[src/logic/pipe_defines.svh]
`ifndef PIPE_DEFINES_SVH
`define PIPE_DEFINES_SVH

// Data and instruction word width
`define WORD_W 16

// Register file index width and entry count
`define REG_ADDR_W 3
`define REG_COUNT (1 << `REG_ADDR_W)

// Instruction address width
`define PC_W 8

// Data memory uses the low address bits only
`define DMEM_ADDR_W 5
`define DMEM_DEPTH (1 << `DMEM_ADDR_W)

`endif

[src/logic/pipe_pkg.sv]
`include "pipe_defines.svh"

package pipe_pkg;

	// Basic scalar types
	typedef logic [`WORD_W-1:0] word_t;
	typedef logic [`REG_ADDR_W-1:0] reg_addr_t;
	typedef logic [`PC_W-1:0] pc_t;

	// Opcode field, bits 15:11
	// R-type codes are contiguous so decode can derive the ALU op
	typedef enum logic [4:0] {
		OP_NOP  = 5'h00,
		OP_ADD  = 5'h01,
		OP_SUB  = 5'h02,
		OP_AND  = 5'h03,
		OP_XOR  = 5'h04,
		OP_ADDI = 5'h05,
		OP_LD   = 5'h06,
		OP_ST   = 5'h07,
		OP_J    = 5'h08
	} opcode_e;

	// ALU function, same order as the R-type opcodes
	typedef enum logic [1:0] {
		ALU_ADD = 2'd0,
		ALU_SUB = 2'd1,
		ALU_AND = 2'd2,
		ALU_XOR = 2'd3
	} alu_op_e;

	// What the hazard detector sees of an in-flight instruction
	typedef struct packed {
		logic      reg_write;
		reg_addr_t rd;
	} dest_t;

	// Decode to execute
	typedef struct packed {
		alu_op_e alu_op;
		word_t   a;
		word_t   b;
		word_t   store_data;
		dest_t   dest;
		logic    mem_read;
		logic    mem_write;
	} id_ex_t;

	// Execute to memory
	typedef struct packed {
		word_t result;
		word_t store_data;
		dest_t dest;
		logic  mem_read;
		logic  mem_write;
	} ex_mem_t;

	// Memory to writeback, doubles as the retire record
	typedef struct packed {
		dest_t dest;
		word_t data;
	} mem_wb_t;

endpackage

[src/logic/pipe_reg.sv]
`timescale 1ns/10ps

module pipe_reg #(
	parameter type payload_t = logic
) (
	input  logic     clk,
	input  logic     reset,
	input  logic     hold,
	input  logic     bubble,
	input  logic     in_valid,
	input  payload_t in_data,
	output logic     out_valid,
	output payload_t out_data
);

	// Valid bit: bubble wins over hold
	always_ff @(posedge clk) begin
		if (reset) begin
			out_valid <= 1'b0;
		end else if (bubble) begin
			out_valid <= 1'b0;
		end else if (!hold) begin
			out_valid <= in_valid;
		end
	end

	// Payload only follows the hold
	always_ff @(posedge clk) begin
		if (!hold) begin
			out_data <= in_data;
		end
	end

endmodule

[src/logic/fetch_unit.sv]
`timescale 1ns/10ps

module fetch_unit (
	input  logic          clk,
	input  logic          reset,
	input  logic          stall,
	input  logic          jump,
	input  pipe_pkg::pc_t jump_target,
	output pipe_pkg::pc_t imem_addr,
	output pipe_pkg::pc_t decode_pc,
	output logic          if_valid
);
	import pipe_pkg::*;

	pc_t pc;
	pc_t pc_next;

	// On stall ask the ROM again for the word sitting in decode
	assign imem_addr = stall ? decode_pc : pc;

	// Jump first, then hold on stall, else step
	always_comb begin
		if (jump) begin
			pc_next = jump_target;
		end else if (stall) begin
			pc_next = pc;
		end else begin
			pc_next = pc + pc_t'(1);
		end
	end

	// ROM answers one cycle later, so track the address it was given
	always_ff @(posedge clk) begin
		if (reset) begin
			pc        <= '0;
			decode_pc <= '0;
			if_valid  <= 1'b0;
		end else begin
			pc        <= pc_next;
			decode_pc <= imem_addr;
			// Word fetched behind a jump is squashed
			if_valid  <= ~jump;
		end
	end

endmodule

[src/logic/hazard_detector.sv]
`timescale 1ns/10ps

module hazard_detector (
	input  pipe_pkg::reg_addr_t rs,
	input  pipe_pkg::reg_addr_t rt,
	input  logic                uses_rs,
	input  logic                uses_rt,
	input  pipe_pkg::dest_t     ex_dest,
	input  pipe_pkg::dest_t     mem_dest,
	input  pipe_pkg::dest_t     wb_dest,
	output logic                stall
);
	import pipe_pkg::*;

	function automatic logic conflicts(input dest_t d, input reg_addr_t s, input reg_addr_t t,
			input logic u_s, input logic u_t);
		return d.reg_write && ((u_s && d.rd == s) || (u_t && d.rd == t));
	endfunction

	// Hold decode until every in-flight writer of a source has left WB
	assign stall = conflicts(ex_dest, rs, rt, uses_rs, uses_rt) |
		conflicts(mem_dest, rs, rt, uses_rs, uses_rt) |
		conflicts(wb_dest, rs, rt, uses_rs, uses_rt);

endmodule

[src/logic/decode_stage.sv]
`timescale 1ns/10ps
`include "pipe_defines.svh"

module decode_stage (
	input  logic              clk,
	input  logic              reset,
	input  logic              if_valid,
	input  pipe_pkg::word_t   instr,
	input  pipe_pkg::pc_t     decode_pc,
	input  logic              wb_valid,
	input  pipe_pkg::mem_wb_t wb,
	input  pipe_pkg::dest_t   ex_dest,
	input  pipe_pkg::dest_t   mem_dest,
	output logic              stall,
	output logic              jump,
	output pipe_pkg::pc_t     jump_target,
	output logic              id_ex_valid,
	output pipe_pkg::id_ex_t  id_ex
);
	import pipe_pkg::*;

	word_t     regs [`REG_COUNT];
	opcode_e   op;
	reg_addr_t rs;
	reg_addr_t rt;
	reg_addr_t rd;
	word_t     imm;
	logic      uses_rs;
	logic      uses_rt;
	logic      is_jump;
	dest_t     wb_dest;
	id_ex_t    decoded;

	// Instruction fields
	assign op  = opcode_e'(instr[15:11]);
	assign rs  = instr[10:8];
	assign rt  = instr[7:5];
	assign rd  = instr[4:2];
	assign imm = {{(`WORD_W-5){instr[4]}}, instr[4:0]};

	// Register file, written at the end of the retire cycle
	always_ff @(posedge clk) begin
		if (reset) begin
			for (int i = 0; i < `REG_COUNT; i++) begin
				regs[i] <= '0;
			end
		end else if (wb_valid && wb.dest.reg_write) begin
			regs[wb.dest.rd] <= wb.data;
		end
	end

	// Control decode
	always_comb begin
		decoded            = '0;
		decoded.alu_op     = ALU_ADD;
		decoded.a          = regs[rs];
		decoded.b          = imm;
		decoded.store_data = regs[rt];
		uses_rs            = 1'b0;
		uses_rt            = 1'b0;
		is_jump            = 1'b0;
		case (op)
			OP_ADD, OP_SUB, OP_AND, OP_XOR: begin
				uses_rs                = 1'b1;
				uses_rt                = 1'b1;
				decoded.b              = regs[rt];
				// ALU op is the offset from OP_ADD
				decoded.alu_op         = alu_op_e'(op - OP_ADD);
				decoded.dest.reg_write = 1'b1;
				decoded.dest.rd        = rd;
			end
			OP_ADDI, OP_LD: begin
				uses_rs                = 1'b1;
				decoded.dest.reg_write = 1'b1;
				decoded.dest.rd        = rt;
				decoded.mem_read       = (op == OP_LD);
			end
			OP_ST: begin
				uses_rs           = 1'b1;
				uses_rt           = 1'b1;
				decoded.mem_write = 1'b1;
			end
			OP_J: begin
				is_jump = 1'b1;
			end
			default: begin
				// NOP and unused codes flow with no side effects
			end
		endcase
	end

	// Jump resolves here, target is pc+1+offset
	assign jump        = if_valid & is_jump;
	assign jump_target = decode_pc + pc_t'(1) + instr[`PC_W-1:0];

	// Writeback stage destination only counts while valid
	assign wb_dest = wb_valid ? wb.dest : '0;

	hazard_detector i_hazard_detector (
		.rs      (rs),
		.rt      (rt),
		.uses_rs (uses_rs & if_valid),
		.uses_rt (uses_rt & if_valid),
		.ex_dest (ex_dest),
		.mem_dest(mem_dest),
		.wb_dest (wb_dest),
		.stall   (stall)
	);

	// Bubble on stall, jumps never travel further
	pipe_reg #(.payload_t(id_ex_t)) i_id_ex (
		.clk      (clk),
		.reset    (reset),
		.hold     (1'b0),
		.bubble   (stall),
		.in_valid (if_valid & ~is_jump),
		.in_data  (decoded),
		.out_valid(id_ex_valid),
		.out_data (id_ex)
	);

endmodule

[src/logic/execute_stage.sv]
`timescale 1ns/10ps

module execute_stage (
	input  logic              clk,
	input  logic              reset,
	input  logic              in_valid,
	input  pipe_pkg::id_ex_t  in,
	output logic              out_valid,
	output pipe_pkg::ex_mem_t out,
	output pipe_pkg::dest_t   dest
);
	import pipe_pkg::*;

	word_t   alu_result;
	ex_mem_t ex_result;

	// ALU, also the address adder for LD and ST
	always_comb begin
		case (in.alu_op)
			ALU_ADD: alu_result = in.a + in.b;
			ALU_SUB: alu_result = in.a - in.b;
			ALU_AND: alu_result = in.a & in.b;
			default: alu_result = in.a ^ in.b;
		endcase
	end

	// Carry memory controls along with the result
	always_comb begin
		ex_result.result     = alu_result;
		ex_result.store_data = in.store_data;
		ex_result.dest       = in.dest;
		ex_result.mem_read   = in.mem_read;
		ex_result.mem_write  = in.mem_write;
	end

	// Instruction now in EX, seen by the hazard detector
	assign dest = in_valid ? in.dest : '0;

	pipe_reg #(.payload_t(ex_mem_t)) i_ex_mem (
		.clk      (clk),
		.reset    (reset),
		.hold     (1'b0),
		.bubble   (1'b0),
		.in_valid (in_valid),
		.in_data  (ex_result),
		.out_valid(out_valid),
		.out_data (out)
	);

endmodule

[src/logic/memory_stage.sv]
`timescale 1ns/10ps
`include "pipe_defines.svh"

module memory_stage (
	input  logic              clk,
	input  logic              reset,
	input  logic              in_valid,
	input  pipe_pkg::ex_mem_t in,
	output logic              out_valid,
	output pipe_pkg::mem_wb_t out,
	output pipe_pkg::dest_t   dest
);
	import pipe_pkg::*;

	word_t   dmem [`DMEM_DEPTH];
	logic    [`DMEM_ADDR_W-1:0] addr;
	mem_wb_t wb_next;

	// Word address from the low bits of the ALU result
	assign addr = in.result[`DMEM_ADDR_W-1:0];

	// Data memory, store lands at the edge
	always_ff @(posedge clk) begin
		if (reset) begin
			for (int i = 0; i < `DMEM_DEPTH; i++) begin
				dmem[i] <= '0;
			end
		end else if (in_valid && in.mem_write) begin
			dmem[addr] <= in.store_data;
		end
	end

	// Load reads combinationally
	assign wb_next.dest = in.dest;
	assign wb_next.data = in.mem_read ? dmem[addr] : in.result;

	// Instruction now in MEM
	assign dest = in_valid ? in.dest : '0;

	// Only register writers reach MEM/WB and retire
	pipe_reg #(.payload_t(mem_wb_t)) i_mem_wb (
		.clk      (clk),
		.reset    (reset),
		.hold     (1'b0),
		.bubble   (1'b0),
		.in_valid (in_valid & in.dest.reg_write),
		.in_data  (wb_next),
		.out_valid(out_valid),
		.out_data (out)
	);

endmodule

[src/logic/pipeline_core.sv]
`timescale 1ns/10ps

module pipeline_core (
	input  logic              clk,
	input  logic              reset,
	output pipe_pkg::pc_t     imem_addr,
	input  pipe_pkg::word_t   imem_data,
	output logic              retire_valid,
	output pipe_pkg::mem_wb_t retire
);
	import pipe_pkg::*;

	// Fetch to decode
	logic    stall;
	logic    jump;
	pc_t     jump_target;
	pc_t     decode_pc;
	logic    if_valid;

	// Stage links
	logic    id_ex_valid;
	id_ex_t  id_ex;
	logic    ex_mem_valid;
	ex_mem_t ex_mem;

	// Hazard feedback
	dest_t   ex_dest;
	dest_t   mem_dest;

	fetch_unit i_fetch_unit (
		.clk        (clk),
		.reset      (reset),
		.stall      (stall),
		.jump       (jump),
		.jump_target(jump_target),
		.imem_addr  (imem_addr),
		.decode_pc  (decode_pc),
		.if_valid   (if_valid)
	);

	// Retire port feeds the register file write
	decode_stage i_decode_stage (
		.clk        (clk),
		.reset      (reset),
		.if_valid   (if_valid),
		.instr      (imem_data),
		.decode_pc  (decode_pc),
		.wb_valid   (retire_valid),
		.wb         (retire),
		.ex_dest    (ex_dest),
		.mem_dest   (mem_dest),
		.stall      (stall),
		.jump       (jump),
		.jump_target(jump_target),
		.id_ex_valid(id_ex_valid),
		.id_ex      (id_ex)
	);

	execute_stage i_execute_stage (
		.clk      (clk),
		.reset    (reset),
		.in_valid (id_ex_valid),
		.in       (id_ex),
		.out_valid(ex_mem_valid),
		.out      (ex_mem),
		.dest     (ex_dest)
	);

	memory_stage i_memory_stage (
		.clk      (clk),
		.reset    (reset),
		.in_valid (ex_mem_valid),
		.in       (ex_mem),
		.out_valid(retire_valid),
		.out      (retire),
		.dest     (mem_dest)
	);

endmodule

[config.mk]
export PLATFORM = sky130hd
export DESIGN_NAME = pipeline_core
export DESIGN_NICKNAME = d
export VERILOG_FILES = /design/src/logic/pipe_pkg.sv /design/src/logic/pipe_reg.sv /design/src/logic/fetch_unit.sv /design/src/logic/hazard_detector.sv /design/src/logic/decode_stage.sv /design/src/logic/execute_stage.sv /design/src/logic/memory_stage.sv /design/src/logic/pipeline_core.sv
export VERILOG_INCLUDE_DIRS = /design/src /design/src/logic
export SDC_FILE = /design/constraint.sdc
export NUM_CORES = 1
export LEC_CHECK = 0
export BUFFER_PORTS_ARGS = -buffer_cell sky130_fd_sc_hd__buf_4
export CAP_MARGIN = 20
export CORE_MARGIN = 5
export CORE_UTILIZATION = 35
export CTS_CLUSTER_DIAMETER = 30
export DETAILED_ROUTE_END_ITERATION = 10
export PLACE_DENSITY = 0.46
export SLEW_MARGIN = 20
export SYNTH_ARGS = -nofsm -noshare
export SYNTH_HDL_FRONTEND = slang
export SYNTH_HIERARCHICAL = 1
export SYNTH_SLANG_ARGS = --single-unit
[constraint.sdc]
create_clock -name clk -period 3.7 [get_ports clk]
set_clock_uncertainty 0.2 [all_clocks]
set_input_delay 0 -clock clk [delete_from_list [all_inputs] [get_ports clk]]
set_output_delay 0 -clock clk [all_outputs]
set_load 0.01 [all_outputs]
==> summary.md, run 1 <==
| Metric | Value |
|---|---|
| Clock Tree Buf Depth | 3 |
| Final Instance Count excl. Fillers | 4287 |
| Top FF cell, synth | edfxtp_1 |
| VDD IR-drop max | 0.3862 mV |
| H-tree Lvls | 4 |
| Die Y | 337.2 um |
| Synth Register Bits | 774 |
| WL final | 108.6 mm |
| Footprint of the multi-input gates | 0.01348 mm2 |
| Detailed placement HPWL | 66.95 mm |
| Share of layout cells above drive strength 1 | 0.2611 |
| Fin. Hold Viols | 0 |
| Synthesized instance count | 2504 |
| CP Class | in2out |
| Slowest stage delay, CP | 0.59 ns |
| Port bufs | 46 |
| Vias | 21799 |
| RSZ-0062 raised after global routing | no |
| Crit-path cells | dlygate4sd3_1, buf_4, inv_1, ha_1, nor4_1, nor2_2, or2_1, o21a_1, nand4_1, nand2_1, a221o_2, nor2b_1, a21o_1, buf_4 |
| Dpl cells | 3884 |
| Crit path max fanout | 17 |
| CTS tree | done |
| CP Data Required Time | 3.50 ns |
| DIE AREA | 0.1137 mm2 |
| Most numerous cell on the critical path | buf_4 |
| Post-synth EDFFs | 754 |
| Tot Pwr | 29.63 mW |
| DR WL/cell | 25.34 um |
| Max-Cap Viols | 0 |
| Worst setup endpoint | imem_addr[0] |
| 1st-pass router iterations | 5 |
| Setup TNS Final | 0 ns |
| Row cnt | 120 |
| First-pass GRT wire length | 159.3 mm |
| Worst skew pair latency | 0.76 ns |
| Overflow after GRT | 0 |
| Vias in the first global route | 23201 |
| CP Capture Type | output pin |
| Reg2reg setup slack | 0.41 ns |
| Clock sink total | 774 |
| Reg2reg end | i_execute_stage/i_ex_mem/out_data[32] |
| CTS Buf Count | 195 |
| Final Critical Period | 3.415 ns |
| Leak | 17.50 nW |
| Final Setup Violations | 0 |
| Max-slew violation count | 0 |
| Drt drc | 0 |
| Critical Path Start Type | input pin |
| R2R depth | 11 |
| WHS | 0.08420 ns |
| Clock Tree Root | clkbuf_16 |
| Ports | 47 |
| Post-synth top area cell | edfxtp_1 |
| Post-synth top area share | 0.6044 |
| Crit path from | imem_data[11] |
| Post-layout util | 0.4365 |
| WP data arrival | 3.22 ns |
| CP Depth | 14 |
| Worst R2R Start | i_decode_stage/i_id_ex/out_data[26] |
| Ys Warns | 6 |
| Fill cell total of the finished layout | 9476 |
| Most frequent cells in the layout | edfxtp_1 (754), and2_1 (655), clkbuf_16 (200), mux4_2 (165), buf_4 (141) |
| Crit share post-route | 0.9230 |
| Clock transition at path regs | 0.04 ns |
| Die Wd | 337.2 um |
| Synthesized area | 0.03746 mm2 |
| Initial drt markers | 1517 |
| Reg area | 0.02304 mm2 |
| RePlAce Congestion | 0.8240 |
| Commonest non-fill, non-tap cell in the layout | edfxtp_1 |
| Max-slew headroom | 0.2887 |
| Initial antenna violation count | 7 |
| Antenna Violating Nets Remaining | 0 |
| Layout area overhead | 24.40% |
| Vias per Instance | 5.085 |
| Peak Freq | 0.2928 GHz |
| Area contributors post-synth | edfxtp_1 (60%), and2_1 (11%), mux4_2 (9.9%) |
| Worst Tran Pin Value | 1.067 ns |
| Distinct cells, synth | 82 |
| Final net count | 2775 |
| Total Routing Usage GR | 0.1923 |
| Worst min path class | in2reg |
| Worst Path Buf+Inv | 4 |
| Highest-delay cell along the critical path | a221o_2 |
| Share of flip-flops with an asynchronous set or reset | 0 |
| Largest net degree at the start of global routing | 57 |
| Run status | completed |
| Seq/Total Area, Yosys | 0.6151 |
| Core area | 0.1068 mm2 |
| Syn avg cell area | 14.96 um2 |
| CP delay by family, top | simple AND/OR/NAND/NOR gates |
| PwrDens | 635.9 mW/mm2 |
| Initial core utilization | 0.3509 |
| Post-CTS setup buffer count | 0 |
## where the power goes
| part | switching (mW) | internal (mW) | total, mW |
|---|---|---|---|
| Combinational | 1.53 | 1.02 | 2.55 |
| Sequential | 0.286 | 10.1 | 10.3 |
| Clock | 5.24 | 11.5 | 16.7 |
## cell usage after synthesis, drive strengths merged, types with 4 or more instances
library cell	count
a211oi	7
a21boi	5
a21o	8
a21oi	43
a22o	6
a22oi	12
a31oi	8
and2	655
and3	6
buf	64
clkbuf	115
dfxtp	20
edfxtp	754
ha	44
inv	31
mux2	63
mux2i	72
mux4	172
nand2	38
nand2b	13
nand3	13
nand4	9
nand4b	4
nor2	66
nor2b	23
nor3	29
nor4	11
o211ai	16
o21a	8
o21ai	21
o221ai	12
o22a	9
o22ai	8
or2	42
or3	5
xnor2	47
xor2	4
## cell type report
class / count / share of cell area
sequential: 774 / 0.4945
multi-input combinational: 1525 / 0.2892
clock buffer: 230 / 0.1100
tap: 1403 / 0.03767
timing repair buffer: 184 / 0.03410
clock inverter: 136 / 0.03179
inverter: 31 / 0.002497
antenna: 4 / 0.0002148
## sequential cells by signal, indices dropped and copies added, names as in the netlist
register                            cells
i_memory_stage/dmem                   512
i_decode_stage/regs                   128
i_decode_stage/i_id_ex/out_data        56
i_execute_stage/i_ex_mem/out_data      38
i_memory_stage/i_mem_wb/out_data       20
i_fetch_unit/decode_pc                  8
i_fetch_unit/pc                         8
i_decode_stage/i_id_ex/out_valid        1
i_execute_stage/i_ex_mem/out_valid      1
i_fetch_unit/if_valid                   1
i_memory_stage/i_mem_wb/out_valid       1
## how the worst min path moves through the flow
stage | from | end | slack, ns | cells after the start
2_1_floorplan | reset | i_decode_stage/i_id_ex/out_valid | -0.13 | 1
3_3_place_gp | imem_data[2] | i_decode_stage/i_id_ex/out_data[2] | 0.16 | 2
3_5_place_dp | imem_data[2] | i_decode_stage/i_id_ex/out_data[2] | 0.15 | 2
4_1_cts | imem_data[0] | i_decode_stage/i_id_ex/out_data[22] | 0.03 | 4
5_1_grt | imem_data[0] | i_decode_stage/i_id_ex/out_data[22] | 0.08 | 4
6_report | imem_data[4] | i_decode_stage/i_id_ex/out_data[4] | 0.08 | 3
## kinds of logic (layout without fill, tap and decap cells)
group | Yosys count | after routing | share of synthesized area
XOR/XNOR | 51 | 51 | 0.01192
AO/OA/AOI/OAI | 186 | 186 | 0.03477
multiplexers | 307 | 307 | 0.1445
adder cells (fa/ha/maj) | 46 | 46 | 0.01577
flip-flops | 774 | 774 | 0.6151
other | 3 | 12 | 0.0003006
AND/OR/NAND/NOR | 927 | 927 | 0.1512
buffers and inverters | 210 | 581 | 0.02639
## routing by layer
metal,wire (um),share of wire,global-route usage,vias to the layer above
met4,2206,0.020,0.05482,0
met5,0,0,0,-
met2,54450,0.50,0.3282,620
met1,46580,0.43,0.2506,11189
met3,5401,0.050,0.03841,152
li1,-,-,-,9838
## metrics by stage
step | area, um2 | setup slack [ns]
after floorplan | 37480 | 0.3236
after global placement | 39640 | 0.2925
after detailed placement | 39640 | 0.3414
after CTS | 46580 | 0.1703
after global routing | 46590 | 0.06036
final | 46600 | 0.2849
## tightest hold or removal path, stage by stage
cell and delay (ns):
dlygate4sd3_1 0.52, buf_4 0.23, a22o_1 0.17
## repair_timing
action | in CTS | in global routing
hold buffers | 33 | 0
setup endpoints to repair | 0 | 9
hold endpoints to repair | 108 | 0
gates resized for setup | 0 | 2
No activity file was read; power rests on OpenSTA's default activity.
==> inputs of run 2 (changes only) <==
- SYNTH_HIERARCHICAL: 1 -> default
==> summary.md, run 2 <==
| Metric | Value |
|---|---|
| Clock transition at path regs | 0.04 ns |
| Crit path max fanout | 14 |
| Run status | completed |
| CP Capture Type | output pin |
| First-pass GRT wire length | 154.9 mm |
| Final net count | 2750 |
| Fin. Hold Viols | 0 |
| Detailed placement HPWL | 66.24 mm |
| Final Setup Violations | 0 |
| CP Data Required Time | 3.50 ns |
| Top reg by flops | i_memory_stage.dmem |
| Share of flip-flops with an asynchronous set or reset | 0 |
| Synthesized area | 0.03598 mm2 |
| Biggest regs | i_memory_stage.dmem x512, i_decode_stage.regs x128, i_decode_stage.i_id_ex.out_data x56 |
| Syn avg cell area | 14.58 um2 |
| CTS Buf Count | 192 |
| Syn Nets | 2532 |
| Final Instance Count excl. Fillers | 4224 |
| Max-slew violation count | 0 |
| Most frequent cells in the layout | and2_1 (651), edfxtp_1 (640), mux4_2 (204), clkbuf_16 (195), buf_4 (165) |
| Worst Tran Pin Value | 1.014 ns |
| Synthesized instance count | 2468 |
| Vias in the first global route | 22547 |
| Fill cell total of the finished layout | 9193 |
| Post-CTS Resized | 0 |
| Row cnt | 117 |
| Post-synth EDFFs | 640 |
| Overflow after GRT | 0 |
| Antenna Violating Nets Remaining | 0 |
| Dpl cells | 3821 |
| Highest-delay cell along the critical path | dlygate4sd3_1 |
| Vias per Instance | 5.058 |
| Clock Tree Root | clkbuf_16 |
| Drt drc | 0 |
| Slowest stage delay, CP | 0.66 ns |
| Number of flip-flops under the largest register name | 512 |
| Distinct cells, synth | 64 |
| Xor/xnor share of the synthesized area | 0.01095 |
| Synth Register Bits | 774 |
| Worst min path class | in2reg |
| Max-slew headroom | 0.3172 |
| Port bufs | 46 |
| Synth Area in Simple Gates | 0.1472 |
| Top FF cell, synth | edfxtp_1 |
| CTS Hold Bufs | 39 |
| Peak Freq | 0.2834 GHz |
| Post-synth top area share | 0.5341 |
| Top-count cell post-synth | and2_1 |
| Compound-Gate Fraction of Synth Area | 0.03401 |
| Largest family of logic cells by synthesized area | multiplexers |
| Layout area overhead | 26.73% |
| WL final | 106.0 mm |
| Multiplexer share of the synthesized area | 0.1585 |
| Post-synth top area cell | edfxtp_1 |
| Initial drt markers | 1669 |
| Clock Tree Buf Depth | 3 |
| Initial antenna violation count | 7 |
| Leak | 17.28 nW |
| RePlAce Congestion | 0.7748 |
| DR WL/cell | 25.10 um |
| Placed instance area | 0.03836 mm2 |
| H-tree Lvls | 4 |
| Worst skew pair latency | 0.76 ns |
| Seq/Total Area, Yosys | 0.6087 |
| Initial core utilization | 0.3531 |
| 1st-pass router iterations | 5 |
| Crit share post-route | 0.9537 |
| Core area | 0.1019 mm2 |
| Die Wd | 330.6 um |
| Share of layout cells above drive strength 1 | 0.2790 |
| Max-Cap Viols | 0 |
| Most numerous cell on the critical path | dlygate4sd3_1 |
| CP Class | in2out |
| Largest net degree at the start of global routing | 53 |
| CTS tree | done |
| Die Y | 330.6 um |
| Critical Path Start Type | input pin |
| Ports | 47 |
| Total Routing Usage GR | 0.1957 |
| Vias | 21366 |
| Finished Cell Area | 0.04560 mm2 |
| RSZ-0062 raised after global routing | no |
| Clock sink total | 774 |
| Synth top cells by count | and2_1 (651), edfxtp_1 (640), mux4_2 (204) |
| Commonest non-fill, non-tap cell in the layout | and2_1 |
| Post-CTS setup buffer count | 0 |
| VDD IR-drop max | 0.4904 mV |
| Crit-path cells | dlygate4sd3_1, buf_4, dlygate4sd3_1, nor2_1, dlygate4sd3_1, o211ai_1, nand2_1, o211a_4, mux2_2, buf_4 |
| DIE AREA | 0.1093 mm2 |
| WP data arrival | 3.33 ns |
| Ys Warns | 0 |
| Setup TNS Final | 0 ns |
| Area contributors post-synth | edfxtp_1 (53%), mux4_2 (13%), and2_1 (11%) |
| Post-synthesis adder-cell area fraction | 0.01641 |
| Final Critical Period | 3.529 ns |
| PwrDens | 708.7 mW/mm2 |
run 2: cell type report:
cell class | count | area (um2) | area share
diodes | 3 | 7.507 | 0.0001646
inverters | 21 | 78.83 | 0.001729
clock buffers | 232 | 5109 | 0.1120
clock inverters | 129 | 1729 | 0.03792
multi-input cells | 1486 | 13280 | 0.2912
flip-flops and latches | 774 | 21920 | 0.4808
well taps | 1368 | 1712 | 0.03754
repair buffers | 211 | 1760 | 0.03861
run 2: per-layer routing:
metal | global-route usage | part of all wire | vias up
met5 | 0 | 0.00025 | -
met3 | 0.04034 | 0.050 | 169
met1 | 0.2582 | 0.43 | 11000
met4 | 0.07253 | 0.030 | 4
li1 | - | - | 9664
met2 | 0.3211 | 0.49 | 529
run 2: final timing paths:
check | startpoint | endpoint | slack (ns) | cells past startpoint
max | imem_data[14] | imem_addr[1] | 0.17 | 10
min | imem_data[4] | i_decode_stage.i_id_ex.out_data[4] | 0.03 | 3
max reg2reg | i_decode_stage.i_id_ex.out_data[26] | i_execute_stage.i_ex_mem.out_data[37] | 0.32 | 12
min reg2reg | i_decode_stage.i_id_ex.out_data[15] | i_execute_stage.i_ex_mem.out_data[15] | 0.12 | 0
run 2: kinds of logic (layout without fill, tap and decap cells):
family	count (synthesis)	in the layout
multiplexers	305	305
AO/OA/AOI/OAI	192	192
other	0	3
XOR/XNOR	45	45
buffers and inverters	208	593
AND/OR/NAND/NOR	898	898
adder cells (fa/ha/maj)	46	46
flip-flops	774	774
run 2: metrics by stage:
step                power (mW)  setup slack [ns]  hold slack, ns    util
floorplan                12.93            0.5449        -0.06708       -
detailed placement       15.06            0.2143         0.09683  0.3765
finish                   32.32            0.1712         0.02987  0.4475
global route             33.42           0.02061         0.03945  0.4475
CTS                      32.69            0.1872        0.002278  0.4474
global placement         15.04            0.2322         0.09879  0.3761
run 2: where the power goes:
group | internal (mW) | switching [mW] | total [mW]
registers | 9.91 | 0.732 | 10.6
logic | 1.78 | 2.45 | 4.23
clock network | 12.1 | 5.34 | 17.4
total | 23.8 | 8.52 | 32.3
run 2: worst max-delay path, delay by kind of cell:
family,cells,cell delay [ns]
mux,1,0.39
simple gates,2,0.38
compound gates,2,0.48
buf+inv,5,2.06
